## config.mk

```make
export PLATFORM = sky130hd
export DESIGN_NAME = mac_pipe
export DESIGN_NICKNAME = d
export VERILOG_FILES = /design/src/source/feeder_pkg.sv /design/src/source/mac_pipe.sv
export SDC_FILE = /design/constraint.sdc
export NUM_CORES = 1
export LEC_CHECK = 0
export BUFFER_PORTS_ARGS = -buffer_cell sky130_fd_sc_hd__clkbuf_2
export CAP_MARGIN = 0
export CORE_ASPECT_RATIO = 0.8
export CORE_MARGIN = 1.5
export CORE_UTILIZATION = 44
export DETAILED_ROUTE_END_ITERATION = 7
export GPL_ROUTABILITY_DRIVEN = 0
export MAX_ROUTING_LAYER = met4
export PLACE_DENSITY = 0.6
export SLEW_MARGIN = 20
export SYNTH_ARGS = -nofsm -noshare
export SYNTH_HDL_FRONTEND = slang
export SYNTH_SLANG_ARGS = --single-unit
```

## constraint.sdc

```tcl
create_clock -name clk -period 8.83 [get_ports clk]
set_input_delay 2.2075 -clock clk [delete_from_list [all_inputs] [get_ports clk]]
set_output_delay 2.2075 -clock clk [all_outputs]
set_load 0.01 [all_outputs]
```

## src/source/feeder_pkg.sv

```systemverilog
`default_nettype none

package feeder_pkg;

    // ----------------------------------------------------------------------
    // Device bus
    // ----------------------------------------------------------------------
    localparam int XLEN = 32;                   // Bus data and address width

    typedef logic [XLEN-1:0] word_t;            // One bus or operand word

    // Result record, carry on top of the low product sum
    typedef struct packed {
        logic  carry;                           // Carry out of lo(a*b) + c
        word_t value;                           // Low 32 bits of a*b + c
    } mac_result_t;

    localparam logic [7:0] DEV_REGION = 8'hC4;  // Top address byte of this block

    // ----------------------------------------------------------------------
    // Register map, word addresses
    // ----------------------------------------------------------------------
    localparam int OFS_W = 12;                  // Word offset inside a region

    // Region codes, word address bits 13..12
    localparam logic [1:0] REG_OP_A = 2'd0;
    localparam logic [1:0] REG_OP_B = 2'd1;
    localparam logic [1:0] REG_OP_C = 2'd2;
    localparam logic [1:0] REG_CTRL = 2'd3;

    // Offsets inside the control region
    localparam logic [OFS_W-1:0] CTRL_OFS         = 12'h000; // W: bit0 start, R: done/busy
    localparam logic [OFS_W-1:0] COUNT_OFS        = 12'h001; // Item count N
    localparam logic [OFS_W-1:0] RESULT_VALUE_OFS = 12'h800; // Result values
    localparam logic [OFS_W-1:0] RESULT_CARRY_OFS = 12'hC00; // Result carries, bit 0

    localparam int RST_STRETCH = 8;             // Extra reset cycles after usr_reset

endpackage

`default_nettype wire

```

## src/source/mac_pipe.sv

```systemverilog
`default_nettype none

module mac_pipe (
    input  logic                    clk,
    input  logic                    rst_i,
    input  logic                    issue_i,
    input  feeder_pkg::word_t       a_i,
    input  feeder_pkg::word_t       b_i,
    input  feeder_pkg::word_t       c_i,
    output logic                    res_valid_o,
    output feeder_pkg::mac_result_t res_o
);

    logic              s0_valid, s1_valid, s2_valid;
    feeder_pkg::word_t s1_prod, s1_c, s2_sum;
    logic              s2_carry;

    // ----------------------------------------------------------------------
    // Valid chain, issue plus four cycles
    // ----------------------------------------------------------------------
    always_ff @(posedge clk) begin
        if (rst_i) begin
            s0_valid    <= 1'b0;
            s1_valid    <= 1'b0;
            s2_valid    <= 1'b0;
            res_valid_o <= 1'b0;
        end else begin
            s0_valid    <= issue_i;             // Matches the buffer read
            s1_valid    <= s0_valid;
            s2_valid    <= s1_valid;
            res_valid_o <= s2_valid;
        end
    end

    // ----------------------------------------------------------------------
    // Data stages
    // ----------------------------------------------------------------------
    always_ff @(posedge clk) begin
        if (s0_valid) begin
            s1_prod <= a_i * b_i;               // Low 32 bits only
            s1_c    <= c_i;
        end
        if (s1_valid) begin
            {s2_carry, s2_sum} <= {1'b0, s1_prod} + {1'b0, s1_c};
        end
        if (s2_valid) begin
            res_o.value <= s2_sum;
            res_o.carry <= s2_carry;
        end
    end

endmodule

`default_nettype wire

```

==> out/qor.txt, run 1 <==
startpoint class of the critical path - input pin
mean number of vias per cell - 5.044
most common cell in the synthesized netlist - inv_1
ranking of synthesized cells by area - fa_1 38%, edfxtp_1 18%, ha_1 9.1%
data arrival time of the critical path - 8.69 ns
worst-case headroom to the max-slew limit - 43.01%
number of global-route vias before repair - 15343
Storage cell area - 3985 sq um
family with the most delay on the worst path - adder cells
critical path's largest stage delay - 0.57 ns
instance count along the most critical hold path - 0
pre-CTS worst setup slack - -0.1086 ns
number of distinct standard cells referenced by the synthesized netlist - 58
final slew viol count - 0
NumNets Final - 2940
transition at the pin with the smallest max-transition slack - 0.8549 ns
number of nets with antenna violations after detailed routing - 0
met3 Track Usage GR - 3.190%
final global-route overflow total - 0
clock tree buffer depth - 2
number of cells on the worst reg-to-reg path - 11
total wirelength of the detailed-routed design - 54.23 mm
setup slack of the most critical reg-to-reg path - 5.53 ns
final standard cell utilization of the core - 50.66%
maximum number of pins on one net before global-route repair - 66
buffer and inverter count on the worst path - 4
starting density of the core - 45.01%
Port-buffer cells - 132
global-route met1 utilization - 34.73%
setup skew after layout - 0.01134 ns
count of mapped cells out of synthesis - 2105
P&R area growth vs syn - 12.55%
floorplan die area - 49870 sq um
cell chosen for the clock root - clkbuf_16
CP Cell Sequence - clkbuf_2 > buf_4 > and2_1 > fa_1 > fa_1 > fa_1 > inv_1 > fa_1 > inv_1 > fa_1 > fa_1 > fa_1 > fa_1 > ha_1 > a21o_1 > a21o_1 > a21oi_1 > nor2b_1 > a2111oi_1 > o21ai_1 > xor2_1
level count of the clock H-tree - 4
Inserted Diodes - 0
busiest layer in global routing - met2
Primary FF master, synth - edfxtp_1
Worst setup startpoint - b_i[6]
number of buffers created by CTS - 17
startpoint of the worst hold path - s2_sum[30]$_DFFE_PP_
Min-Delay Path Class - flip-flop to flip-flop
met2 GRT Util - 35.13%
Worst Hold Endpoint - res_o[30]$_DFFE_PP_
Setup TNS Final - 0 ns
setup repair after global routing missed its margin - false
number of resized instances in the post-cts repair step - 0
post-DR wirelength/cell - 18.64 microns
Avg Synthesized Cell Area - 10.14 sq um
final count of hold timing violations - 0
clock insertion delay at the later pin of the skew report - 0.43 ns
Mapped Area - 21350 sq um
Setup Fix Bufs, Post-CTS - 0
layout cells sized above 1 - 12.40%
router iterations before antenna repair - 5
Req. time, crit path - 9.00 ns
share of the yosys chip area belonging to registers - 18.66%
wire length of the first global-routing pass - 86.59 mm
setup slack after layout - 0.3060 ns
Worst Setup End Kind - flip-flop
master of the slowest instance on the critical path - fa_1
endpoints failing setup - 0
die boundary width - 249.3 microns
I/O pin total - 133
synthesized netlist net count - 2768
initial DRC count - 944
share of the synthesized area in the top cell type - 38.35%
maximum fanout encountered on the critical timing path - 15
worst r2r src - s1_prod[0]$_DFFE_PP_
share of the cycle needed by the critical path after routing - 96.53%
CTS tree - yes
maximum clock frequency - 0.1173 GHz
Synth async-reset ratio - 0%
Clock Pin Slew Worst Setup and Hold Paths - 0.06 ns
Setup Crit Path Kind - input pin to flip-flop
top cells by instance count after synthesis - 415 x inv_1, 409 x fa_1, 301 x and2_1
total global routing track utilization - 23.46%
Placement Rows - 71
final period demand of the worst path - 8.524 ns
Core Area - 47440 sq um
Hold Buf Count CTS - 0
worst reg2reg endpoint - s2_sum[30]$_DFFE_PP_
status - complete, no violations
number of warnings reported in the yosys synthesis log - 0
library cell with the largest summed area after synthesis - fa_1
Multi-input gate area - 15480 sq um
post-detailed-route DRC marker count - 0
max-capacitance violation count - 0
via count - 14679
half-perimeter wire length after placement - 45.90 mm
number of enable-type register cells in the synthesized netlist - 130
CTS sink cnt - 134
number of storage elements in the synthesis netlist - 134
Chip Height - 200.0 microns
antenna violations before repair - 0
final-layout fill cell count - 4388
most frequent cell on the critical path - fa_1
## cells in the final DEF (no fill, tap or decap), types with 4 or more instances in the layout
cell type and n:
a21o_1 24, o21ai_0 13, edfxtp_1 130, clkbuf_2 132, a21oi_1 48, buf_4 97
buf_12 12, clkbuf_1 4, ha_1 155, nand2b_1 7, and2_1 301, xnor2_1 90
a211oi_1 6, fa_1 409, nor2b_1 10, xor2_1 23, and3_1 7, o21a_1 5
nand3_1 13, nor2_1 24, clkbuf_16 17, o21ai_1 13, nand2_1 251, nand4_1 4
o21bai_1 9, nor3_1 6, inv_1 415
## final cells by class
class | count | share of cell area (%)
multi-input combinational | 1468 | 64.42
sequential | 134 | 16.58
timing repair buffer | 241 | 6.778
inverter | 415 | 6.482
tap | 620 | 3.228
clock buffer | 24 | 2.004
clock inverter | 8 | 0.5102
## kinds of logic after synthesis
logic type / share of synthesized area, %
xor+xnor: 4.635
simple gates: 15.25
mux: 0.1465
flops: 18.66
buf+inv: 8.842
compound gates: 5.045
fa+ha+maj: 47.43
## worst register-to-register path: cells and delay by family (launching register included)
family                     cells  cell delay, ns
xor gates and xnor gates       1            0.16
and+or+nand+nor                1            0.15
buffers and inverters          1            0.08
DFF                            1            0.37
adders and majority gates      2            0.67
AOI/OAI and AO/OA              6            1.63
## stage by stage
stage	cell area [sq um]	std cells	hold WS, ns
detailed placement	23430	2878	0.4052
global placement	23430	2878	0.4008
CTS	24030	2910	0.4190
global route	24030	2910	0.4218
floorplan	21350	2105	0.4003
finish	24030	2910	0.4174
## how the worst max path moves through the flow
stage                                        to  slack [ns]  depth (start not counted)
final                     s1_prod[30]$_DFFE_PP_        0.31                         21
after global routing      s1_prod[30]$_DFFE_PP_        0.03                         21
after CTS                 s1_prod[30]$_DFFE_PP_        0.32                         21
after detailed placement  s1_prod[30]$_DFFE_PP_       -0.11                         21
after global placement    s1_prod[31]$_DFFE_PP_       -0.06                         21
after floorplan           s1_prod[30]$_DFFE_PP_        0.20                         23
## sequential cells by signal, indices dropped and copies added, names as in the netlist
signal,cells
s0_valid,1
res_valid_o,1
s2_sum,32
s1_valid,1
s2_valid,1
s2_carry,1
res_o,33
s1_prod,32
s1_c,32
## layer usage
metal	share of wire (%)	wire length (microns)
met2	44	24090
met4	0.98	533
met1	49	26320
met3	6.0	3276
met5	0	0
Power of run 1 is left out: the tool's default activity adds up to more than one toggle a clock period on the data nets, which glitch-free logic cannot reach.
==> run 2: changes to the inputs <==
--- a/config.mk
+++ b/config.mk
@@ -13,8 +13,9 @@
 export DETAILED_ROUTE_END_ITERATION = 7
 export GPL_ROUTABILITY_DRIVEN = 0
 export MAX_ROUTING_LAYER = met4
-export PLACE_DENSITY = 0.6
+export PLACE_DENSITY = 0.58
 export SLEW_MARGIN = 20
 export SYNTH_ARGS = -nofsm -noshare
 export SYNTH_HDL_FRONTEND = slang
 export SYNTH_SLANG_ARGS = --single-unit
+export TNS_END_PERCENT = 1
==> constraint.sdc (replaced) <==
create_clock -name clk -period 8.1 [get_ports clk]
set_input_delay 2.025 -clock clk [delete_from_list [all_inputs] [get_ports clk]]
set_output_delay 2.025 -clock clk [all_outputs]
set_load 0.01 [all_outputs]
==> out/qor.txt, run 2 (same netlist as run 1, synthesis figures left out) <==
status - complete, no violations
global-route met1 utilization - 35.46%
startpoint class of the critical path - input pin
Placement Rows - 71
post-layout instance count excluding filler cells - 3011
starting density of the core - 45.01%
master of the slowest instance on the critical path - fa_1
NumNets Final - 3041
total wirelength of the detailed-routed design - 56.57 mm
number of global-route vias before repair - 16022
Setup Crit Path Kind - input pin to flip-flop
CP Cell Sequence - clkbuf_4 > buf_4 > nand2_1 > fa_1 > inv_1 > fa_1 > inv_1 > fa_1 > fa_1 > inv_1 > fa_1 > inv_1 > fa_1 > fa_1 > fa_1 > inv_1 > ha_1 > nand2_1 > or2_2 > nor2_1 > a2111oi_4 > o21ai_1 > xor2_1
layout cells sized above 1 - 17.90%
worst-case headroom to the max-slew limit - 41.29%
most frequent cells in the layout - 415 x inv_1, 394 x fa_1, 298 x and2_1, 250 x nand2_1, 192 x buf_4
CTS tree - yes
wire length of the first global-routing pass - 89.44 mm
P&R area growth vs syn - 17.90%
initial DRC count - 885
clock insertion delay at the later pin of the skew report - 0.42 ns
mean number of vias per cell - 5.026
Hold Buf Count CTS - 0
maximum clock frequency - 0.1251 GHz
via count - 15134
final-layout fill cell count - 4286
cell chosen for the clock root - clkbuf_16
flip-flop count of the largest register after layout - 33
CTS sink cnt - 134
Core Area - 47440 sq um
data arrival time of the critical path - 8.17 ns
number of buffers created by CTS - 17
half-perimeter wire length after placement - 48.25 mm
Chip Height - 200.0 microns
clock tree buffer depth - 2
level count of the clock H-tree - 4
maximum number of pins on one net before global-route repair - 66
final period demand of the worst path - 7.994 ns
post-detailed-route DRC marker count - 0
leading cell type in the layout, fill and taps excluded - inv_1
busiest layer in global routing - met2
Req. time, crit path - 8.27 ns
floorplan die area - 49870 sq um
router iterations before antenna repair - 5
Cells after DPL - 2975
number of nets with antenna violations after detailed routing - 0
final slew viol count - 0
maximum fanout encountered on the critical timing path - 12
final global-route overflow total - 0
total global routing track utilization - 24.13%
Min-Delay Path Class - flip-flop to flip-flop
met2 GRT Util - 36.83%
buffer and inverter count on the worst path - 7
Inserted Diodes - 0
share of the cycle needed by the critical path after routing - 98.69%
post-route worst hold slack - 0.4132 ns
register with the highest flop count - res_o
most frequent cell on the critical path - fa_1
Port-buffer cells - 132
critical path's largest stage delay - 0.55 ns
post-DR wirelength/cell - 18.79 microns
family with the most delay on the worst path - adder cells
transition at the pin with the smallest max-transition slack - 0.8806 ns
Worst Setup End Kind - flip-flop
die boundary width - 249.3 microns
met3 Track Usage GR - 3.449%
setup skew after layout - 0.009302 ns
max-capacitance violation count - 0
endpoints failing setup - 0
final count of hold timing violations - 0
setup repair after global routing missed its margin - true
I/O pin total - 133
antenna violations before repair - 1
Clock Pin Slew Worst Setup and Hold Paths - 0.06 ns
[run 2: changes by cell type in the layout (fill, tap and decap cells not counted), sizes merged]
cell / before / now
bufinv: 3 / 4
buf: 109 / 222
clkinvlp: 3 / 2
clkbuf: 156 / 138
clkinv: 2 / 5
inv: 415 / 418
[run 2: per-layer routing]
layer / wire length, microns / share of wire [%]
met5: 0 / 0
met4: 321 / 0.57
met3: 3494 / 6.2
met2: 25410 / 45
met1: 27340 / 48
[run 2: final timing paths]
check,start,end,slack [ns],cells past startpoint
worst min-delay path,s2_sum[0]$_DFFE_PP_,res_o[0]$_DFFE_PP_,0.41,0
worst max-delay path,b_i[5],s1_prod[30]$_DFFE_PP_,0.11,23
worst min register to register,s2_sum[0]$_DFFE_PP_,res_o[0]$_DFFE_PP_,0.41,0
worst max register to register,s1_prod[0]$_DFFE_PP_,s2_sum[30]$_DFFE_PP_,4.82,11
[run 2: timing repair]
item,in CTS,in global routing
gates resized for setup,11,62
buffers inserted,0,4
endpoints found under the hold margin,0,0
pin swaps,0,30
endpoints found under the setup margin,7,10
[run 2: worst register-to-register path, cell delays in order (launching register included)]
cell and delay, ns:
edfxtp_1 0.37, ha_1 0.23, inv_1 0.07, fa_1 0.40, nor2b_1 0.18, o21ai_1 0.11, a211o_1 0.39, a21oi_1 0.31
o31ai_2 0.18, a211oi_1 0.46, a221oi_2 0.17, xnor2_1 0.16
[run 2: area by class of cell]
| class | instances | area (sq um) | area share, % |
|---|---|---|---|
| multi-input combinational | 1468 | 15680 | 62.30 |
| sequential | 134 | 3985 | 15.83 |
| timing repair buffer | 342 | 2536 | 10.07 |
| inverter | 415 | 1558 | 6.188 |
| tap | 620 | 775.7 | 3.081 |
| clock buffer | 18 | 439.2 | 1.744 |
| clock inverter | 14 | 197.7 | 0.7853 |
[run 2: per-stage QoR]
| step | area (sq um) | utilization (%) | setup TNS, ns | worst slack [ns] |
|---|---|---|---|---|
| global route | 25180 | 53.07 | -0.1886 | -0.06397 |
| CTS | 24950 | 52.60 | 0 | 0.005985 |
| global placement | 24290 | 51.20 | -4.501 | -0.5630 |
| floorplan | 21450 | - | -0.1070 | -0.05399 |
| detailed placement | 24290 | 51.20 | -5.433 | -0.5823 |
| finish | 25180 | 53.07 | 0 | 0.1059 |
Power of run 2 is left out for the same reason.
