**src/source/feed_fsm.sv**
```systemverilog
`default_nettype none

module feed_fsm (
    input  logic clk,
    input  logic rst_i,
    input  logic start_i,
    input  logic issue_last_i,
    input  logic retire_last_i,
    input  logic empty_i,
    input  logic res_valid_i,
    output logic issue_o,
    output logic busy_o,
    output logic done_o
);

    typedef enum logic [1:0] {
        ST_IDLE,                                // After reset, nothing run yet
        ST_RUN,                                 // One issue per cycle
        ST_DRAIN,                               // Wait for pipeline to empty
        ST_DONE                                 // Held until next start
    } state_t;

    state_t state_q, state_d;

    // ----------------------------------------------------------------------
    // Next state
    // ----------------------------------------------------------------------
    always_comb begin
        state_d = state_q;
        case (state_q)
            ST_IDLE, ST_DONE: begin
                if (start_i) begin
                    state_d = empty_i ? ST_DONE : ST_RUN; // N = 0 goes straight to done
                end
            end
            ST_RUN: begin
                if (issue_last_i) begin
                    state_d = ST_DRAIN;         // Last item issued this cycle
                end
            end
            ST_DRAIN: begin
                if (res_valid_i && retire_last_i) begin
                    state_d = ST_DONE;          // Last result written this cycle
                end
            end
            default: state_d = ST_IDLE;
        endcase
    end

    always_ff @(posedge clk) begin
        if (rst_i) begin
            state_q <= ST_IDLE;
        end else begin
            state_q <= state_d;
        end
    end

    // Outputs straight from state
    assign issue_o = (state_q == ST_RUN);
    assign busy_o  = (state_q == ST_RUN) || (state_q == ST_DRAIN);
    assign done_o  = (state_q == ST_DONE);

endmodule

`default_nettype wire

```
**config.mk**
```make
export PLATFORM = sky130hd
export DESIGN_NAME = feed_fsm
export DESIGN_NICKNAME = d
export VERILOG_FILES = /design/src/source/feed_fsm.sv
export SDC_FILE = /design/constraint.sdc
export NUM_CORES = 1
export LEC_CHECK = 0
export ABC_AREA = 1
export BUFFER_PORTS_ARGS = -buffer_cell sky130_fd_sc_hd__buf_2
export CAP_MARGIN = 0
export CELL_PAD_IN_SITES_DETAIL_PLACEMENT = 1
export CELL_PAD_IN_SITES_GLOBAL_PLACEMENT = 2
export CORE_AREA = 2 2 39 41
export DETAILED_ROUTE_END_ITERATION = 8
export DIE_AREA = 0 0 41 43
export MAX_ROUTING_LAYER = met4
export PLACE_DENSITY_LB_ADDON = 0.25
export SLEW_MARGIN = 20
export SYNTH_ARGS = -nofsm -noshare
export SYNTH_HDL_FRONTEND = slang
export SYNTH_SLANG_ARGS = --single-unit
```
**constraint.sdc**
```tcl
create_clock -name clk -period 1.3 [get_ports clk]
set_input_delay 0.13 -clock clk [delete_from_list [all_inputs] [get_ports clk]]
set_output_delay 0.13 -clock clk [all_outputs]
set_load 0.005 [all_outputs]
```
==> flow_metrics.py, run 1 <==
metrics = {
    "outcome": {
        "status": "finished clean",
    },
    "layout": {
        "diodes": 0,
        "layout_common_cells": "9 x buf_2, 8 x nand2_1, 7 x inv_1",
        "drive_above_1_share": 0.350,
        "largest_register_ffs": 2,
        "top_regs": "state_q (2)",
        "syn_to_final_growth_pct": 53.5,
        "nets": 53,
        "layout_commonest_cell": "buf_2",
        "fillCellCount": 187,
        "regMostFlops": "state_q",
        "fin_cells": 56,
    },
    "setup_path": {
        "critPathRequiredTime_ns": 1.17,
        "crit_family": "flip-flops",
        "crit_buf_inv": 3,
        "crit_chain": "inv_1, ha_1, inv_1, buf_2",
        "cp-end-kind": "primary output",
        "crit_top_cell": "inv_1",
        "setup.worst_path.class": "register to primary output",
        "slowest_delay_ns": 0.32,
        "crit_fanout": 2,
        "worst_ep_arrival_time_ns": 1.06,
        "cp-start-kind": "register",
        "cp_slowest_cell": "dfxtp_1",
    },
    "detailed_routing": {
        "dr.pass1.iters": 4,
        "routedWlPerCell_um": 6.36,
        "vias": 190,
        "viasPerCell": 3.39,
        "drc_errors": 0,
        "drt-initial-drc-count": 1,
        "antenna_left": 0,
        "drt_wl_total_um": 356,
    },
    "pwr": {
        "ir_worst_vdd_uv": 568,
        "p_per_area_mw_per_mm2": 2050,
        "fin_total_pwr_mw": 0.559,
        "leakage_nw": 0.173,
    },
    "floorplan": {
        "initial_core_util": 0.128,
        "die_x_um": 41,
        "dieArea_mm2": 0.00176,
        "fp.coreArea_mm2": 0.00138,
        "num_rows": 14,
        "ios": 10,
        "die_h_um": 43,
    },
    "timing": {
        "timing.final.crit_period_ns": 1.19,
        "worst_pin_slew_ns": 0.112,
        "finalWorstSetupSlack_ns": 0.106,
        "finalSetupViolations": 0,
        "max_freq_mhz": 837,
        "final.setup.tns_ns": 0,
        "clock_skew_ns": 0.00116,
        "rsz0062_at_grt": "false",
        "maxSlewViolCount": 0,
        "period_share": 0.919,
        "maxSlewHeadroom": 0.925,
        "hold_viol": 0,
    },
    "run": {
        "max-cap-violations": 0,
    },
    "logic_synthesis": {
        "avgSynthCellArea_um2": 6.58,
        "synth-simple-area-share": 0.345,
        "synthDistinctLibCells": 7,
        "muxShareOfSynthArea": 0,
        "yosysSeqAreaShare": 0.225,
        "netlist_area_um2": 178,
        "yosys_warnings": 0,
        "synth_xor_area_frac": 0,
        "synth-compound-area-share": 0,
        "synth_top_family_by_area": "simple AND/OR/NAND/NOR gates",
        "synth_seq_cells": 2,
        "synthAdderAreaFrac": 0.282,
        "syn_inst": 27,
        "syn_nets": 38,
    },
    "cts": {
        "cts_resized": 0,
        "hold_buffers": 0,
        "ctsHtreeMaxLevel": 1,
        "cts_num_sinks": 2,
        "cts_inserted_buffers": 3,
        "path_clk_slew_ns": 0.03,
        "post-cts-setup-buffers": 0,
        "cts_max_path_buffers": 2,
        "tritoncts": "built",
        "clk_latency_ns": 0.22,
        "cts_root_buf": "clkbuf_4",
    },
    "placed_design": {
        "place_ws_ns": 0.131,
        "io_buffers": 9,
        "dp.cells": 53,
        "routabilityCongestion": 0.654,
    },
    "global_routing": {
        "grt_overflow": 0,
        "grt_util_all_layers": 0.0544,
        "grt_max_degree": 5,
        "grt_pass1_wl_um": 552,
        "antenna_found_initial": 0,
        "grt_pass1_vias": 170,
    },
    "min_path": {
        "holdCritPathClass": "input pin to register",
    },
}
[metal layers]
metal	wire length (µm)	GRT usage	part of all wire	vias up
met5	0	-	0	-
met1	139	0.0447	0.39	83
li1	-	-	-	102
met4	0	0.100	0	0
met2	179	0.0656	0.50	5
met3	36	0.0157	0.10	0
[cell families after synthesis]
logic type	Yosys count
adder cells (fa/ha/maj)	4
buffers and inverters	7
AND/OR/NAND/NOR	14
flip-flops	2
[layout make-up]
class / instances / area [µm²] / share of cell area
Multi-Input combinational cell: 18 / 111 / 0.408
Clock buffer: 3 / 22.5 / 0.0826
Sequential cell: 2 / 40.0 / 0.147
Inverter: 7 / 26.3 / 0.0963
Tap cell: 16 / 20.0 / 0.0734
Timing Repair Buffer: 10 / 52.6 / 0.193
[where the power goes]
| group | leakage [nW] | internal, mW | switching (mW) | total [mW] |
|---|---|---|---|---|
| Sequential | 0.0167 | 0.0926 | 0.0193 | 0.112 |
| Clock | 0.0138 | 0.102 | 0.0329 | 0.134 |
| Combinational | 0.142 | 0.143 | 0.169 | 0.312 |
| Total | 0.173 | 0.337 | 0.221 | 0.559 |
[synthesized netlist by cell type]
| cell type | n | area (µm²) |
|---|---|---|
| nand2_1 | 8 | 30.0 |
| inv_1 | 7 | 26.3 |
| ha_1 | 4 | 50.1 |
| nor2_1 | 4 | 15.0 |
| dfxtp_1 | 2 | 40.0 |
| nand3_2 | 1 | 10.0 |
| or2_0 | 1 | 6.26 |
[metrics by stage]
stage | cell area (µm²) | util | hold slack [ns]
global route | 273 | 0.197 | 0.182
finish | 273 | 0.197 | 0.156
CTS | 273 | 0.197 | 0.154
global placement | 250 | 0.181 | 0.377
detailed placement | 250 | 0.181 | 0.390
floorplan | 178 | - | 0.285
[path summary, 6_finish.rpt]
kind                   start    endpoint  slack (ns)  cells past startpoint
hold / removal         rst_i  state_q[0]        0.16                      4
setup reg to reg  state_q[0]  state_q[1]        0.15                      6
hold reg to reg   state_q[0]  state_q[0]        0.55                      4
setup / recovery  state_q[0]      busy_o        0.11                      4
[worst min-delay path, delay by kind of cell]
family | cells | cell delay (ns)
and+or+nand+nor | 2 | 0.08
buffers and inverters | 2 | 0.12
(Power assumes the default switching activity.)
==> inputs of run 2 (changes only) <==
Settings changed: PLACE_DENSITY set to 0.52, PLACE_DENSITY_LB_ADDON 0.25 to not set.
==> run 2 against run 1 <==
Compared with the run above:
- clock skew decreased by 0.00088 ns
- non-clock buffer count unchanged
- cell count unchanged
- combinational power increased by 4%
- die area unchanged
- routed wire length increased by 12%
- first-iteration DRC count increased by 100%
- hold slack improved by 0.0018 ns
- setup slack got worse by 0.011 ns
- critical endpoint unchanged
- largest power group unchanged
==> flow_metrics.py, run 2 (synthesized netlist as in run 1, its figures left out) <==
metrics = {
    "outcome": {
        "status": "finished clean",
    },
    "run": {
        "max-cap-violations": 0,
    },
    "pwr": {
        "swShare": 0.407,
        "fin_total_pwr_mw": 0.570,
        "power.share.combinational": 0.567,
        "pwr-share-clk": 0.236,
        "ir_worst_vdd_uv": 525,
        "internal_power_mw": 0.338,
        "leakage_nw": 0.173,
        "pwr-share-seq": 0.198,
        "switchingPower_mw": 0.232,
        "p_per_area_mw_per_mm2": 2090,
    },
    "setup_path": {
        "worstRegToRegCells": 6,
        "rrSetupSlack_ns": 0.12,
        "crit_top_cell": "inv_1",
        "reg2reg_to": "state_q[1]",
        "worst_ep_arrival_time_ns": 1.08,
        "crit_fanout": 2,
        "setup.worst_path.class": "register to primary output",
        "critPathLaunch": "state_q[0]",
        "endpoint": "busy_o",
        "crit_chain": "inv_1, ha_1, inv_1, buf_2",
        "critPathRequiredTime_ns": 1.17,
        "slowest_delay_ns": 0.32,
        "crit_family": "flip-flops",
        "cp_slowest_cell": "dfxtp_1",
        "crit_buf_inv": 3,
        "cp-end-kind": "primary output",
        "r2r-start": "state_q[0]",
        "path_depth": 4,
        "cp-start-kind": "register",
    },
    "floorplan": {
        "num_rows": 14,
        "ios": 10,
        "fp.coreArea_mm2": 0.00138,
        "dieArea_mm2": 0.00176,
        "die_h_um": 43,
        "die_x_um": 41,
        "initial_core_util": 0.128,
    },
    "layout": {
        "largest_register_ffs": 2,
        "design_area_um2": 273,
        "nets": 53,
        "syn_to_final_growth_pct": 53.5,
        "drive_above_1_share": 0.350,
        "layout_common_cells": "9 x buf_2, 8 x nand2_1, 7 x inv_1",
        "regMostFlops": "state_q",
        "top_regs": "state_q (2)",
        "layout_commonest_cell": "buf_2",
        "diodes": 0,
        "final_util": 0.197,
        "fin_cells": 56,
    },
    "timing": {
        "timing.final.crit_period_ns": 1.21,
        "maxSlewHeadroom": 0.919,
        "holdWs_ns": 0.158,
        "finalSetupViolations": 0,
        "worst_pin_slew_ns": 0.121,
        "maxSlewViolCount": 0,
        "clock_skew_ns": 0.000279,
        "max_freq_mhz": 830,
        "final.setup.tns_ns": 0,
        "period_share": 0.927,
        "hold_viol": 0,
        "finalWorstSetupSlack_ns": 0.0946,
        "rsz0062_at_grt": "false",
    },
    "detailed_routing": {
        "antenna_left": 0,
        "dr.pass1.iters": 3,
        "drc_errors": 0,
        "viasPerCell": 3.43,
        "drt_wl_total_um": 398,
        "drt-initial-drc-count": 2,
        "routedWlPerCell_um": 7.11,
        "vias": 192,
    },
    "global_routing": {
        "grt_max_degree": 5,
        "grt_pass1_wl_um": 683,
        "grt_pass1_vias": 190,
        "antenna_found_initial": 0,
        "grt_overflow": 0,
        "grt_util_all_layers": 0.0595,
    },
    "placed_design": {
        "dpl.hpwl_um": 359,
        "routabilityCongestion": 0.645,
        "place_ws_ns": 0.113,
        "place_area_um2": 250,
        "dp.cells": 53,
        "io_buffers": 9,
    },
    "cts": {
        "cts_max_path_buffers": 2,
        "hold_buffers": 0,
        "cts_root_buf": "clkbuf_4",
        "tritoncts": "built",
        "cts_resized": 0,
        "post-cts-setup-buffers": 0,
        "ctsHtreeMaxLevel": 1,
        "cts_inserted_buffers": 3,
        "path_clk_slew_ns": 0.03,
        "clk_latency_ns": 0.22,
        "cts_num_sinks": 2,
    },
    "min_path": {
        "holdCritPathClass": "input pin to register",
    },
}
## run 2: cell counts in the layout (fill, tap and decap cells not counted)
No cell type changed its count.
## run 2: power by group through the flow
stage	clock network [mW]	registers, mW	logic (mW)
final	0.134	0.113	0.323
after global routing	0.148	0.117	0.390
after CTS	0.142	0.113	0.338
after detailed placement	0	0.114	0.335
after global placement	0	0.112	0.327
after floorplan	0	0.116	0.204
## run 2: layer usage
layer  up-vias  track usage  routed length (µm)
met1        79       0.0607                 155
met2         8       0.0938                 199
li1        103            -                   -
met4         0       0.0600                  17
met3         2            0                  25
met5         -            -                   0
## run 2: area by class of cell
class                   instances  area [µm²]
repair buffers                 10        52.6
fillers                       180        1110
inverters                       7        26.3
clock buffers                   3        22.5
multi-input cells              18         111
flip-flops and latches          2        40.0
well taps                      16        20.0
## run 2: worst min-delay path, delay by kind of cell
family	cells	cell delay, ns
buffers and inverters	2	0.11
and+or+nand+nor	2	0.09
## run 2: worst min path at each step
stage                     startpoint          to  slack (ns)  cells past startpoint
after floorplan                rst_i  state_q[0]        0.29                      3
after global placement         rst_i  state_q[0]        0.39                      4
after detailed placement       rst_i  state_q[0]        0.39                      4
after CTS                      rst_i  state_q[0]        0.15                      4
after global routing           rst_i  state_q[1]        0.19                      4
final                          rst_i  state_q[0]        0.16                      4
==> inputs of run 3 (changes only) <==
Settings changed: ABC_AREA 1 to not set, PLACE_DENSITY 0.52 to 0.48, SKIP_LAST_GASP set to 1.
Clock period 1.3 ns to 1.1 ns, I/O delays scaled along.
==> run 3 against run 2 <==
Compared with the run above:
- sequential power increased by 58%
- clock power rose by 34%
- non-clock buffer count rose by 10
- the flow now finishes with violations (negative setup slack)
- hold slack improved by 0.012 ns
- die area unchanged
- routed wire length is 44% higher
- highest routed layer is now met3
- flip-flop and latch count unchanged
- synthesized area decreased by 7.0%
- via count rose by 13%
- largest power group unchanged
- cell count is 5.4% higher
- register-to-register slack got worse by 0.47 ns
- critical endpoint is now state_q[0]
==> flow_metrics.py, run 3 <==
metrics = {
    "layout": {
        "top_regs": "state_q (2)",
        "nets": 55,
        "layout_commonest_cell": "buf_4",
        "diodes": 0,
        "largest_register_ffs": 2,
        "regMostFlops": "state_q",
        "fillCellCount": 176,
        "layout_common_cells": "10 x buf_4, 9 x buf_2, 3 x clkbuf_4",
        "syn_to_final_growth_pct": 133,
        "drive_above_1_share": 0.721,
    },
    "logic_synthesis": {
        "synthTopCellsByArea": "ha_1 30%, dfxtp_1 24%, inv_1 11%",
        "synth_area_leader_cell": "ha_1",
        "netlist_area_um2": 165,
        "synth_seq_cells": 2,
        "synth_edf_count": 0,
        "ys.flop_type": "dfxtp_1",
        "yosysSeqAreaShare": 0.242,
        "ys_async_sr_fraction": 0,
        "yosysMostFrequentCell": "inv_1",
        "synth_common_cells": "5 x inv_1, 4 x ha_1, 2 x dfxtp_1, 2 x nor2_1",
        "syn_inst": 19,
        "syn_nets": 30,
        "avgSynthCellArea_um2": 8.69,
        "synthDistinctLibCells": 10,
        "yosys_warnings": 0,
        "synth_top_area_frac": 0.303,
    },
    "setup_path": {
        "cp-end-kind": "register",
        "setup.worst_path.class": "register to register",
        "rrSetupSlack_ns": -0.35,
        "reg2reg_to": "state_q[0]",
        "crit_fanout": 3,
        "cp-start-kind": "register",
        "worst_ep_arrival_time_ns": 1.55,
        "r2r-start": "state_q[1]",
        "worstRegToRegCells": 5,
        "critPathRequiredTime_ns": 1.20,
    },
    "outcome": {
        "status": "finished, violations left",
        "violations": "negative setup slack",
    },
    "timing": {
        "maxSlewHeadroom": 0.826,
        "hold_viol": 0,
        "timing.final.crit_period_ns": 1.45,
        "max_freq_mhz": 690,
        "holdWs_ns": 0.170,
        "maxSlewViolCount": 0,
        "finalSetupViolations": 4,
        "clock_skew_ns": 0.0120,
        "rsz0062_at_grt": "true",
        "final.setup.tns_ns": -0.869,
        "worst_pin_slew_ns": 0.262,
        "finalWorstSetupSlack_ns": -0.350,
        "period_share": 1.32,
    },
    "placed_design": {
        "place_ws_ns": -0.383,
        "io_buffers": 9,
        "dpl.hpwl_um": 454,
        "routabilityCongestion": 0.673,
    },
    "global_routing": {
        "grt_util_all_layers": 0.0903,
        "grt_overflow": 0,
        "grt_max_degree": 5,
        "grt_pass1_vias": 259,
        "antenna_found_initial": 0,
        "grt_pass1_wl_um": 993,
    },
    "min_path": {
        "hp-start": "empty_i",
        "whs_endpoint": "state_q[1]",
        "holdCritPathClass": "input pin to register",
        "min_path_cells": 3,
    },
    "detailed_routing": {
        "vias": 217,
        "drt-initial-drc-count": 2,
        "viasPerCell": 3.68,
        "dr.pass1.iters": 4,
        "drt_wl_total_um": 573,
        "routedWlPerCell_um": 9.71,
        "antenna_left": 0,
        "drc_errors": 0,
    },
    "pwr": {
        "p_per_area_mw_per_mm2": 2710,
        "leakage_nw": 0.208,
        "ir_worst_vdd_uv": 1070,
    },
    "floorplan": {
        "fp.coreArea_mm2": 0.00138,
        "die_x_um": 41,
        "ios": 10,
        "dieArea_mm2": 0.00176,
        "num_rows": 14,
        "die_h_um": 43,
        "initial_core_util": 0.119,
    },
    "cts": {
        "cts_root_buf": "clkbuf_4",
        "cts_num_sinks": 2,
        "ctsHtreeMaxLevel": 1,
        "path_clk_slew_ns": 0.04,
        "hold_buffers": 0,
        "tritoncts": "built",
        "clk_latency_ns": 0.23,
        "cts_max_path_buffers": 2,
        "cts_inserted_buffers": 3,
    },
    "run": {
        "max-cap-violations": 0,
    },
}
## run 3: cells by family after synthesis
group,after synthesis,synth area share
mux,2,0.129
compound gates,2,0.106
simple gates,4,0.106
fa+ha+maj,4,0.303
flops,2,0.242
buf+inv,5,0.114
## run 3: where the power goes
group	total (mW)	internal [mW]	switching, mW
Combinational	0.680	0.452	0.228
Sequential	0.179	0.123	0.0564
Clock	0.180	0.135	0.0454
## run 3: layout make-up
class                   instances  area [µm²]  area share
clock buffers                   4        26.3      0.0684
flip-flops and latches          2        47.5       0.124
repair buffers                 20         131       0.342
inverters                       5        23.8      0.0619
multi-input cells              12         135       0.352
well taps                      16        20.0      0.0521
## run 3: stage by stage
stage	area (µm²)	total power, mW	utilization	instances
floorplan	195	0.370	-	19
global placement	305	0.631	0.221	50
detailed placement	305	0.655	0.221	50
finish	384	1.04	0.278	59
global route	384	1.15	0.278	59
CTS	384	1.06	0.278	59
## run 3: worst max path at each step
stage                     from    endpoint  slack (ns)  cells past startpoint
floorplan           state_q[1]  state_q[0]       -0.34                      4
global placement    state_q[0]  state_q[0]       -0.39                      4
detailed placement  state_q[1]  state_q[0]       -0.38                      4
finish              state_q[1]  state_q[0]       -0.35                      5
global route        state_q[1]  state_q[0]       -0.43                      5
CTS                 state_q[1]  state_q[0]       -0.36                      5
## run 3: timing repair
action,in CTS,in global routing
gates cloned,0,0
setup endpoints to repair,4,4
buffers inserted,6,0
pin swaps,2,1
resized for setup,6,0
## run 3: metal layers
| metal | routed length, µm | up-vias | track usage |
|---|---|---|---|
| met4 | 0 | 0 | 0.0200 |
| met5 | 0 | - | - |
| met2 | 325 | 8 | 0.153 |
| met1 | 202 | 100 | 0.0764 |
| met3 | 44 | 0 | 0.0628 |
| li1 | - | 109 | - |
## run 3: worst max-delay path, cell delays in order (launching register included)
cell,delay (ns)
dfxtp_4,0.37
inv_4,0.04
ha_4,0.15
a222oi_1,0.29
buf_4,0.18
mux2_4,0.29
