$ cat config.mk
export PLATFORM = sky130hd
export DESIGN_NAME = feed_counter
export DESIGN_NICKNAME = d
export VERILOG_FILES = /design/src/source/feed_counter.sv
export SDC_FILE = /design/constraint.sdc
export NUM_CORES = 1
export LEC_CHECK = 0
export BUFFER_PORTS_ARGS = -buffer_cell sky130_fd_sc_hd__buf_4
export CAP_MARGIN = 20
export CELL_PAD_IN_SITES_DETAIL_PLACEMENT = 1
export CELL_PAD_IN_SITES_GLOBAL_PLACEMENT = 1
export CORE_MARGIN = 10
export CORE_UTILIZATION = 35
export CTS_CLUSTER_DIAMETER = 120
export DETAILED_ROUTE_END_ITERATION = 8
export GPL_ROUTABILITY_DRIVEN = 0
export HOLD_SLACK_MARGIN = 0.06
export PLACE_DENSITY = 0.74
export SLEW_MARGIN = 40
export SYNTH_ARGS = -nofsm -noshare
export SYNTH_HDL_FRONTEND = slang
export SYNTH_SLANG_ARGS = --single-unit
$ cat constraint.sdc
create_clock -name clk -period 2.4 [get_ports clk]
set_clock_uncertainty 0.05 [all_clocks]
set_input_delay 0.48 -clock clk [delete_from_list [all_inputs] [get_ports clk]]
set_output_delay 0.48 -clock clk [all_outputs]
set_load 0.05 [all_outputs]
$ cat src/source/feed_counter.sv
`default_nettype none

module feed_counter #(
    parameter int DEPTH_LOG2 = 8
) (
    input  logic                  clk,
    input  logic                  rst_i,
    input  logic                  start_i,
    input  logic                  issue_i,
    input  logic                  res_valid_i,
    input  logic [DEPTH_LOG2:0]   item_count_i,
    output logic [DEPTH_LOG2-1:0] issue_idx_o,
    output logic [DEPTH_LOG2-1:0] retire_idx_o,
    output logic                  issue_last_o,
    output logic                  retire_last_o,
    output logic                  empty_o
);

    // One bit wider than the buffer index, so N up to the COUNT width terminates
    logic [DEPTH_LOG2:0] issue_cnt, retire_cnt;
    logic [DEPTH_LOG2:0] last_idx;

    always_ff @(posedge clk) begin
        if (rst_i || start_i) begin
            issue_cnt  <= '0;                   // Fresh run starts at entry 0
            retire_cnt <= '0;
        end else begin
            if (issue_i) begin
                issue_cnt <= issue_cnt + 1'b1;
            end
            if (res_valid_i) begin
                retire_cnt <= retire_cnt + 1'b1;
            end
        end
    end

    assign last_idx = item_count_i - 1'b1;      // N-1

    assign issue_idx_o   = issue_cnt[DEPTH_LOG2-1:0];
    assign retire_idx_o  = retire_cnt[DEPTH_LOG2-1:0];
    assign issue_last_o  = (issue_cnt == last_idx);
    assign retire_last_o = (retire_cnt == last_idx);
    assign empty_o       = (item_count_i == '0);

endmodule

`default_nettype wire

==> key figures, run 1 <==
Cells and area
  • Layout cell share with drive strength beyond 1: 0.3744
  • Multi-input logic area: roughly 900 sq um
  • # fillers: 444
  • Commonest cells after routing, fill and taps aside: buf_4 (46), nor2_1 (20), xor2_1 (18), dfxtp_1 (18), xnor2_1 (13)
  • Commonest non-fill, non-tap cell in the layout: buf_4
  • Final Non-Filler Cells: between 200 and 250
  • Layout Area Growth over Synthesis: 31.96%
  • FF+latch area: around 360 sq um
  • Ant diodes: 0
  • Fin nets: 214

Floorplanning
  • Die height: 82.48 um
  • Placeable core area: approximately 3700 sq um
  • IO Pins: 33
  • Row Count: 22
  • Die area: a little under 7000 sq um
  • Die X: between 80 and 90 um
  • Starting Density: 0.3677

STA
  • Setup ws final: -0.4359 ns
  • Max Slew Vio Count: 0
  • Setup violators final: 2
  • Setup TNS: -0.8191 ns
  • RSZ-0062 raised after global routing: yes
  • Slew margin rel.: 0.7529
  • Tcrit/Tclk final: 1.182
  • Hold Vio Cnt, Final: 0
  • Final Critical Period: about 2.8 ns
  • Slew @ Worst Pin: 0.3673 ns
  • Fmax: 352.6 MHz

Worst setup path
  • Critical path origin: item_count_i[2]
  • Worst path most repeated cell: buf_4
  • CP max stage cell: or4_4
  • CP arrival: 2.31 ns
  • Crit-path cells: buf_4, buf_4, or4_4, xnor2_2, nand2_1, o22a_1, a2111oi_4, buf_6
  • RR Startpoint: issue_cnt[0]
  • Req. time, crit path: approximately 1.9 ns
  • WP buf/inv: 3
  • Family with the most delay on the worst path: simple AND/OR/NAND/NOR gates
  • Critical path type: in2out
  • CP startpoint kind: input port
  • CP endpoint kind: output pin
  • Crit-path max FO: 5
  • CP max stage delay: 0.53 ns

Power
  • P_leak: about 0.73 nW
  • Switching part of the total: 0.2678
  • Sequential share of power: 0.458
  • Clk network pwr share: 0.320
  • Psw: about 180 uW
  • Pwr dens: roughly 370 nW/um^2
  • Worst ir drop on vdd: slightly below 0.0002 V
  • Comb power frac: 0.222
  • Internal power: slightly below 500 uW

Place
  • Post-placement cell count: approximately 240
  • Dpl hpwl: 3102 um
  • IO buf count: 32
  • DP Worst Slack: -0.5336 ns

Global route
  • Vias in the first global route: ~1300
  • Global-route congestion overflow total: 0
  • First-pass GRT wire length: 6272 um
  • GRT Overall Usage: 0.1179
  • Antenna violations before repair: 0
  • Pin count of the biggest net entering global routing: 19

Clocking
  • Clk slew on worst S/H paths: ~0.070 ns
  • CTS tree: done
  • Root buf cell: clkbuf_8
  • Clock Path Buffers: 2
  • CTS Sinks: 18
  • Worst-skew pair later-pin latency: ~0.25 ns
  • Cts hold-fix bufs: 0
  • Cts bufs inserted: 3
  • H-tree levels: 1

Run status
  • Status: complete, but fails checks
  • Violated checks: negative setup slack

Logic synthesis
  • Synth area leader: dfxtp_1
  • Post-synthesis cell type count: 37
  • Flops & latches, synth: 18
  • Post-Syn Instances: about 160
  • Synth area leaders: dfxtp_1 (26%), xor2_1 (12%), xnor2_1 (9.6%)
  • Syn_nets: approximately 180
  • Synth top area share: 0.2637
  • Yosys warnings: 0
  • Post-Syn Area per Cell: around 8.3 sq um
  • Synth Cell Area: about 1400 sq um
  • Post-synthesis sequential area ratio: 0.2637

Worst hold path
  • Type of the most critical hold path: in2reg
  • Hold Crit Start: issue_i

Routing
  • Routed via count: ~1200
  • WL final: 3838 um
  • DR pass1 iterations: 4
  • Vias per inst: 5.066
  • Starting DRT DRC Count: 60
  • Routed len/inst: between 15 and 20 um
  • Residual DRC: 0
  • Routed Antenna Nets: 0

Job
  • Max cap viols: 0
[synthesized netlist by cell type (all sizes together)]
| master | n |
|---|---|
| nor2 | 21 |
| buf | 18 |
| dfxtp | 18 |
| xor2 | 18 |
| xnor2 | 16 |
| nand2 | 9 |
| clkbuf | 7 |
| nand4 | 7 |
| mux2i | 6 |
| nand3 | 5 |
| nor4 | 4 |
| a21oi | 3 |
| ha | 3 |
| inv | 3 |
| o21ai | 3 |
| or3 | 3 |
| nor2b | 2 |
| nor3b | 2 |
| or2 | 2 |
| or4 | 2 |
| a2111oi | 1 |
| a222oi | 1 |
| a22oi | 1 |
| a311oi | 1 |
| a31oi | 1 |
| and3 | 1 |
| and4b | 1 |
| nor3 | 1 |
| o211ai | 1 |
| o221ai | 1 |
| o22a | 1 |
| or3b | 1 |
[layout make-up]
type | instances | share of cell area
Clock buffer | 3 | 0.02290
Inverter | 3 | 0.009022
Multi-Input combinational cell | 118 | 0.4976
Sequential cell | 18 | 0.1999
Tap cell | 48 | 0.03331
Timing Repair Buffer | 53 | 0.2373
[worst min-delay path, cell delays in order]
cell and delay [ns]:
buf_4 0.12, mux2i_1 0.07, nor2_1 0.07
[kinds of logic (layout without fill, tap and decap cells)]
logic type	Yosys count	after routing	share of synthesized area
and+or+nand+nor	61	61	0.2344
xor gates and xnor gates	34	34	0.2234
buffers and inverters	28	59	0.1319
DFF	18	18	0.2637
AOI/OAI and AO/OA	14	14	0.07509
muxes	6	6	0.04396
adders and majority gates	3	3	0.02748
[registers in the layout, summed over array words and instances (netlist names)]
name        count
issue_cnt       9
retire_cnt      9
[metrics by stage]
step	util	power, mW	area, sq um	hold slack (ns)
final	0.4852	0.6632	1803	0.4741
after global routing	0.4852	0.6999	1803	0.4850
after CTS	0.4778	0.6629	1775	0.4799
after detailed placement	0.4535	0.4480	1685	0.4836
after global placement	0.4535	0.4414	1685	0.4460
after floorplan	-	0.3913	1408	0.4205
[power by group through the flow]
stage / Combinational [mW] / Sequential, mW / Clock [mW]
after floorplan: 0.0805 / 0.311 / 0
after detailed placement: 0.137 / 0.311 / 0
after global placement: 0.131 / 0.311 / 0
final: 0.147 / 0.304 / 0.212
after global routing: 0.161 / 0.304 / 0.235
after CTS: 0.143 / 0.304 / 0.216
[path summary, 6_finish.rpt]
path | end | slack (ns) | cells after the start
max | retire_last_o | -0.44 | 8
min | issue_cnt[1] | 0.47 | 3
max reg2reg | issue_cnt[8] | 0.95 | 7
min reg2reg | retire_cnt[8] | 0.50 | 2
[repair_timing]
action,in CTS,in global routing
pin swaps,5,0
buffers inserted,1,0
setup endpoints to repair,3,2
gates resized for setup,12,6
[metal layers]
metal / track usage / wire (um) / vias up
li1: - / - / 611
met1: 0.1426 / 1689 / 589
met2: 0.1936 / 1874 / 24
met3: 0.03240 / 208 / 7
met4: 0.04592 / 65 / 0
met5: 0 / 0 / -
Note: power is estimated with default switching activity, not from simulation.
==> inputs of run 2 (changes only) <==
--- a/config.mk
+++ b/config.mk
@@ -10,12 +10,12 @@
 export CELL_PAD_IN_SITES_DETAIL_PLACEMENT = 1
 export CELL_PAD_IN_SITES_GLOBAL_PLACEMENT = 1
 export CORE_MARGIN = 10
-export CORE_UTILIZATION = 35
+export CORE_UTILIZATION = 42
 export CTS_CLUSTER_DIAMETER = 120
 export DETAILED_ROUTE_END_ITERATION = 8
 export GPL_ROUTABILITY_DRIVEN = 0
 export HOLD_SLACK_MARGIN = 0.06
-export PLACE_DENSITY = 0.74
+export PLACE_DENSITY_LB_ADDON = 0.1
 export SLEW_MARGIN = 40
 export SYNTH_ARGS = -nofsm -noshare
 export SYNTH_HDL_FRONTEND = slang
==> constraint.sdc (replaced) <==
create_clock -name clk -period 3.5 [get_ports clk]
set_clock_uncertainty 0.05 [all_clocks]
set_input_delay 0.7 -clock clk [delete_from_list [all_inputs] [get_ports clk]]
set_output_delay 0.7 -clock clk [all_outputs]
set_load 0.05 [all_outputs]
==> run 2 against run 1 <==
The flow now finishes without violations. Global-route usage decreased by 0.37 points. Combinational power decreased by 48%. Via count decreased by 4.8%. Sequential power decreased by 31%. Sequential share of layout area increased by 3.2 points. Worst setup slack improved by 0.55 ns. Final area decreased by 14%. First-iteration DRC count decreased by 45%. Register-to-register slack improved by 1.1 ns. Critical path type unchanged. Largest power group unchanged.
==> key figures, run 2 (synthesis results as in run 1) <==
Run status
  • Status: finished clean

Clocking
  • CTS Sinks: 18
  • Clock Path Buffers: 2
  • Worst-skew pair later-pin latency: 0.28 ns
  • Post-CTS setup buffer count: 0
  • H-tree levels: 1
  • CTS tree: done
  • Cts bufs inserted: 3
  • Clk slew on worst S/H paths: around 0.10 ns
  • Root buf cell: clkbuf_4

STA
  • Hold Vio Cnt, Final: 0
  • RSZ-0062 raised after global routing: yes
  • Final Critical Period: between 3 and 4 ns
  • Setup violators final: 0
  • Slew margin rel.: 0.7483
  • Setup ws final: about 0.11 ns
  • Tcrit/Tclk final: 0.9672
  • Slew @ Worst Pin: around 0.37 ns
  • Max Slew Vio Count: 0
  • Setup TNS: 0 ns
  • Fmax: around 300 MHz

Global route
  • Global Route met3 Usage: 0.03497
  • Met2 usage: 0.1712
  • Vias in the first global route: 1189
  • Met1 usage: 0.1528
  • Global-route congestion overflow total: 0
  • GRT Overall Usage: 0.1143
  • Antenna violations before repair: 0
  • First-pass GRT wire length: approximately 5800 um
  • Pin count of the biggest net entering global routing: 19
  • Busiest layer in global routing: met2

Place
  • DP Worst Slack: just under 0.06 ns
  • Dpl hpwl: approximately 2600 um
  • Placed cell area: approximately 1500 sq um
  • Post-placement cell count: 217
  • IO buf count: 32

Cells and area
  • Commonest non-fill, non-tap cell in the layout: buf_4
  • Layout cell share with drive strength beyond 1: 0.2557
  • Final Non-Filler Cells: 220
  • Ant diodes: 0
  • Fin nets: roughly 200
  • Leading registers by flop count: issue_cnt x9, retire_cnt x9
  • Commonest cells after routing, fill and taps aside: buf_4 (32), nor2_1 (21), xor2_1 (18), dfxtp_1 (18), xnor2_1 (15)
  • # fillers: approximately 400
  • Design area: approximately 1600 sq um
  • Layout Area Growth over Synthesis: 13.83%
  • Util after Layout: 0.5053

Worst hold path
  • Type of the most critical hold path: reg2reg

Routing
  • Vias per inst: about 5.3
  • Routed len/inst: about 15 um
  • WL final: approximately 3300 um
  • Routed via count: approximately 1200
  • DR pass1 iterations: 4
  • Starting DRT DRC Count: 33
  • Routed Antenna Nets: 0
  • Residual DRC: 0

Worst setup path
  • Req. time, crit path: roughly 2.8 ns
  • CP arrival: around 2.6 ns
  • Family with the most delay on the worst path: simple AND/OR/NAND/NOR gates
  • R2r setup slk: between 2 and 2.5 ns
  • WP buf/inv: 3
  • CP max stage cell: or3b_2
  • CP max stage delay: ~0.46 ns
  • CP endpoint kind: output pin
  • Crit-path max FO: 6
  • Crit-path cells: buf_4, inv_1, ha_2, or3b_2, or2_4, xor2_1, a222oi_1, and4b_1, buf_6
  • CP startpoint kind: input port
  • Critical path type: in2out

Job
  • Max cap viols: 0

Power
  • Switching part of the total: 0.2737
  • Clk network pwr share: 0.261
  • Comb power frac: 0.199
  • Internal power: approximately 280 uW
  • Sequential share of power: 0.540
  • Pwr dens: between 200 and 250 nW/um^2
  • P_leak: approximately 0.6 nW
  • Psw: approximately 110 uW
  • Worst ir drop on vdd: ~0.00013 V

Floorplanning
  • IO Pins: 33
  • Die height: 77.04 um
  • Starting Density: 0.4439
  • Die area: about 6000 sq um
  • Row Count: 20
  • Placeable core area: between 3000 and 4000 sq um
  • Die X: 77.04 um
[run 2: power groups by stage]
stage	logic (mW)	registers, mW	clock network (mW)
6_report	0.0770	0.209	0.101
5_1_grt	0.0854	0.210	0.119
2_1_floorplan	0.0524	0.213	0
3_3_place_gp	0.0745	0.214	0
4_1_cts	0.0774	0.209	0.108
3_5_place_dp	0.0771	0.214	0
[run 2: final timing paths]
kind	startpoint	end	depth (start not counted)
worst max-delay path	item_count_i[0]	issue_last_o	9
worst min-delay path	retire_cnt[8]	retire_cnt[8]	2
worst max register to register	retire_cnt[0]	retire_cnt[8]	4
worst min register to register	retire_cnt[8]	retire_cnt[8]	2
[run 2: final cells by class]
class	instances	area [sq um]	share of cell area
Multi-Input combinational cell	118	843.3	0.5422
Sequential cell	18	360.3	0.2317
Timing Repair Buffer	34	262.8	0.1689
Tap cell	44	55.05	0.03540
Clock buffer	3	22.52	0.01448
Inverter	3	11.26	0.007241
[run 2: per-stage QoR]
| stage | total power [mW] | hold slack, ns |
|---|---|---|
| after global placement | 0.2883 | 0.4397 |
| after detailed placement | 0.2908 | 0.4453 |
| after global routing | 0.4135 | 0.5322 |
| after floorplan | 0.2656 | 0.4205 |
| after CTS | 0.3947 | 0.4954 |
| final | 0.3869 | 0.4911 |
[run 2: what timing repair did]
item                                    4_1_cts  5_1_grt
endpoints found under the setup margin        0        2
gates resized for setup                       0        4
hold buffers                                  0        0
[run 2: metal layers]
metal,vias to the layer above,part of all wire
li1,571,-
met1,563,0.49
met2,34,0.44
met3,4,0.058
met4,0,0.0094
met5,-,0
[run 2: worst min-delay path, cell delays in order (launching register included)]
cell	delay [ns]
dfxtp_1	0.35
o21ai_0	0.09
a21oi_1	0.06
==> inputs of run 3 (changes only) <==
--- a/config.mk
+++ b/config.mk
@@ -9,6 +9,7 @@
 export CAP_MARGIN = 20
 export CELL_PAD_IN_SITES_DETAIL_PLACEMENT = 1
 export CELL_PAD_IN_SITES_GLOBAL_PLACEMENT = 1
+export CORE_ASPECT_RATIO = 2
 export CORE_MARGIN = 10
 export CORE_UTILIZATION = 42
 export CTS_CLUSTER_DIAMETER = 120
@@ -16,7 +17,7 @@
 export GPL_ROUTABILITY_DRIVEN = 0
 export HOLD_SLACK_MARGIN = 0.06
 export PLACE_DENSITY_LB_ADDON = 0.1
-export SLEW_MARGIN = 40
+export SLEW_MARGIN = 5
 export SYNTH_ARGS = -nofsm -noshare
 export SYNTH_HDL_FRONTEND = slang
 export SYNTH_SLANG_ARGS = --single-unit
==> run 3 against run 2 <==
Non-clock buffer count is the same. Clock power grew 45%. Via count grew 0.77%. Core utilization shrank 1.0 points. Sequential power hardly changed. Fmax grew 0.66%. Combinational power grew 3%. Count of clock-buffer cells in the layout unchanged. Critical path depth is the same. Critical endpoint unchanged.
==> key figures, run 3 (synthesis results as in run 1) <==
Floorplanning
  • Row Count: 29
  • Die height: 100.7 um
  • Placeable core area: 3157 sq um
  • Die area: between 6000 and 7000 sq um
  • Starting Density: 0.4328
  • IO Pins: 33
  • Die X: 60.33 um

Power
  • Internal power: roughly 320 uW
  • Psw: roughly 120 uW
  • P_leak: about 0.62 nW
  • Comb power frac: 0.182
  • Sequential share of power: 0.481
  • Switching part of the total: 0.2673
  • Clk network pwr share: 0.337
  • Pwr dens: between 200 and 300 nW/um^2
  • Worst ir drop on vdd: about 0.00028 V

Routing
  • Residual DRC: 0
  • DR pass1 iterations: 4
  • Starting DRT DRC Count: 18
  • Routed Antenna Nets: 0
  • WL final: 3642 um
  • Vias per inst: 5.705
  • Routed len/inst: around 18 um
  • Routed via count: roughly 1200

Worst setup path
  • Reg2Reg Depth: 4
  • R2r setup slk: 2.03 ns
  • CP max stage cell: or3b_2
  • RR Startpoint: retire_cnt[0]
  • CP max stage delay: ~0.46 ns
  • CP arrival: 2.61 ns
  • CP startpoint kind: input port
  • FF-to-FF End: retire_cnt[8]
  • Critical path type: in2out
  • Crit-path cells: buf_4, inv_1, ha_1, or3b_2, or2_4, xor2_1, a222oi_1, and4b_1, buf_6
  • Req. time, crit path: 2.75 ns
  • CP endpoint kind: output pin
  • Crit-path max FO: 6

Cells and area
  • Final Non-Filler Cells: a little over 200
  • Util after Layout: 0.4950
  • Leading registers by flop count: issue_cnt x9, retire_cnt x9
  • Layout cell share with drive strength beyond 1: 0.2557
  • Layout Area Growth over Synthesis: 14.38%
  • Ant diodes: 0
  • # fillers: between 300 and 400
  • Commonest cells after routing, fill and taps aside: buf_4 (32), nor2_1 (21), xor2_1 (18), dfxtp_1 (18), xnor2_1 (14)
  • Commonest non-fill, non-tap cell in the layout: buf_4
  • Fin nets: ~200

Global route
  • Met1 usage: 0.1261
  • Pin count of the biggest net entering global routing: 19
  • Global Route met3 Usage: 0.04293
  • Vias in the first global route: 1268
  • Met2 usage: 0.2142
  • Antenna violations before repair: 0
  • Busiest layer in global routing: met2
  • GRT Overall Usage: 0.1236
  • First-pass GRT wire length: around 6000 um
  • Global-route congestion overflow total: 0

Place
  • IO buf count: 32
  • Post-placement cell count: 204
  • Dpl hpwl: 2925 um

Clocking
  • Cts hold-fix bufs: 0
  • CTS Sinks: 18
  • Clk slew on worst S/H paths: roughly 0.070 ns
  • Post-CTS setup buffer count: 0
  • Root buf cell: clkbuf_8
  • Clock Path Buffers: 2
  • CTS resizes: 0
  • H-tree levels: 1
  • Cts bufs inserted: 3
  • Worst-skew pair later-pin latency: between 0.2 and 0.3 ns
  • CTS tree: done

Worst hold path
  • Hold Path Stages: 2
  • Hold EP: retire_cnt[8]
  • Hold Crit Start: retire_cnt[8]
  • Type of the most critical hold path: reg2reg

STA
  • Final Critical Period: around 3.4 ns
  • Setup violators final: 0
  • Fmax: between 200 and 300 MHz
  • Hold Vio Cnt, Final: 0
  • Slew @ Worst Pin: between 0.3 and 0.4 ns
  • Slew margin rel.: 0.7394
  • Max Slew Vio Count: 0
  • Tcrit/Tclk final: 0.9608

Run status
  • Status: finished clean

Job
  • Max cap viols: 0
[run 3: cell counts in the layout (fill, tap and decap cells not counted)]
No cell type changed its count.
[run 3: power by group through the flow]
stage	sequential [mW]	combinational, mW	clock [mW]
after floorplan	0.213	0.0524	0
after global placement	0.214	0.0747	0
after detailed placement	0.214	0.0782	0
after CTS	0.209	0.0786	0.151
after global routing	0.209	0.0870	0.160
final	0.209	0.0790	0.146
[run 3: per-stage QoR]
stage	area, sq um	setup slack (ns)	TNS, ns	hold WS, ns	total power, mW
global placement	1504	0.1173	0	0.4388	0.2885
global route	1563	-0.004559	-0.004559	0.5384	0.4557
finish	1563	0.1370	0	0.5012	0.4341
floorplan	1379	0.02356	0	0.4205	0.2656
CTS	1545	0.06388	0	0.5065	0.4390
detailed placement	1504	0.06363	0	0.4572	0.2919
[run 3: metal layers]
layer / vias to the layer above / share of wire
met1: 569 / 0.38
met3: 8 / 0.072
li1: 576 / -
met5: - / 0
met4: 0 / 0.018
met2: 28 / 0.53
[run 3: worst max-delay path, delay by kind of cell]
kind / cells / cell delay [ns]
adder cells (fa/ha/maj): 1 / 0.16
XOR/XNOR: 1 / 0.15
AO/OA/AOI/OAI: 1 / 0.26
AND/OR/NAND/NOR: 3 / 0.99
buffers and inverters: 3 / 0.37
[run 3: area by class of cell]
cell class	instances	area [sq um]	area share
timing repair buffer	34	262.8	0.1681
inverter	3	11.26	0.007206
tap	31	38.79	0.02482
sequential	18	360.3	0.2306
multi-input combinational	118	848.3	0.5428
clock buffer	3	41.29	0.02642
[run 3: how the worst max path moves through the flow]
| stage | to | slack (ns) | cells after the start | from |
|---|---|---|---|---|
| global placement | retire_last_o | 0.12 | 9 | item_count_i[0] |
| floorplan | retire_last_o | 0.02 | 8 | item_count_i[0] |
| global route | issue_last_o | -0.005 | 9 | item_count_i[0] |
| CTS | retire_last_o | 0.06 | 9 | item_count_i[0] |
| finish | issue_last_o | 0.14 | 9 | item_count_i[0] |
| detailed placement | retire_last_o | 0.06 | 9 | item_count_i[0] |
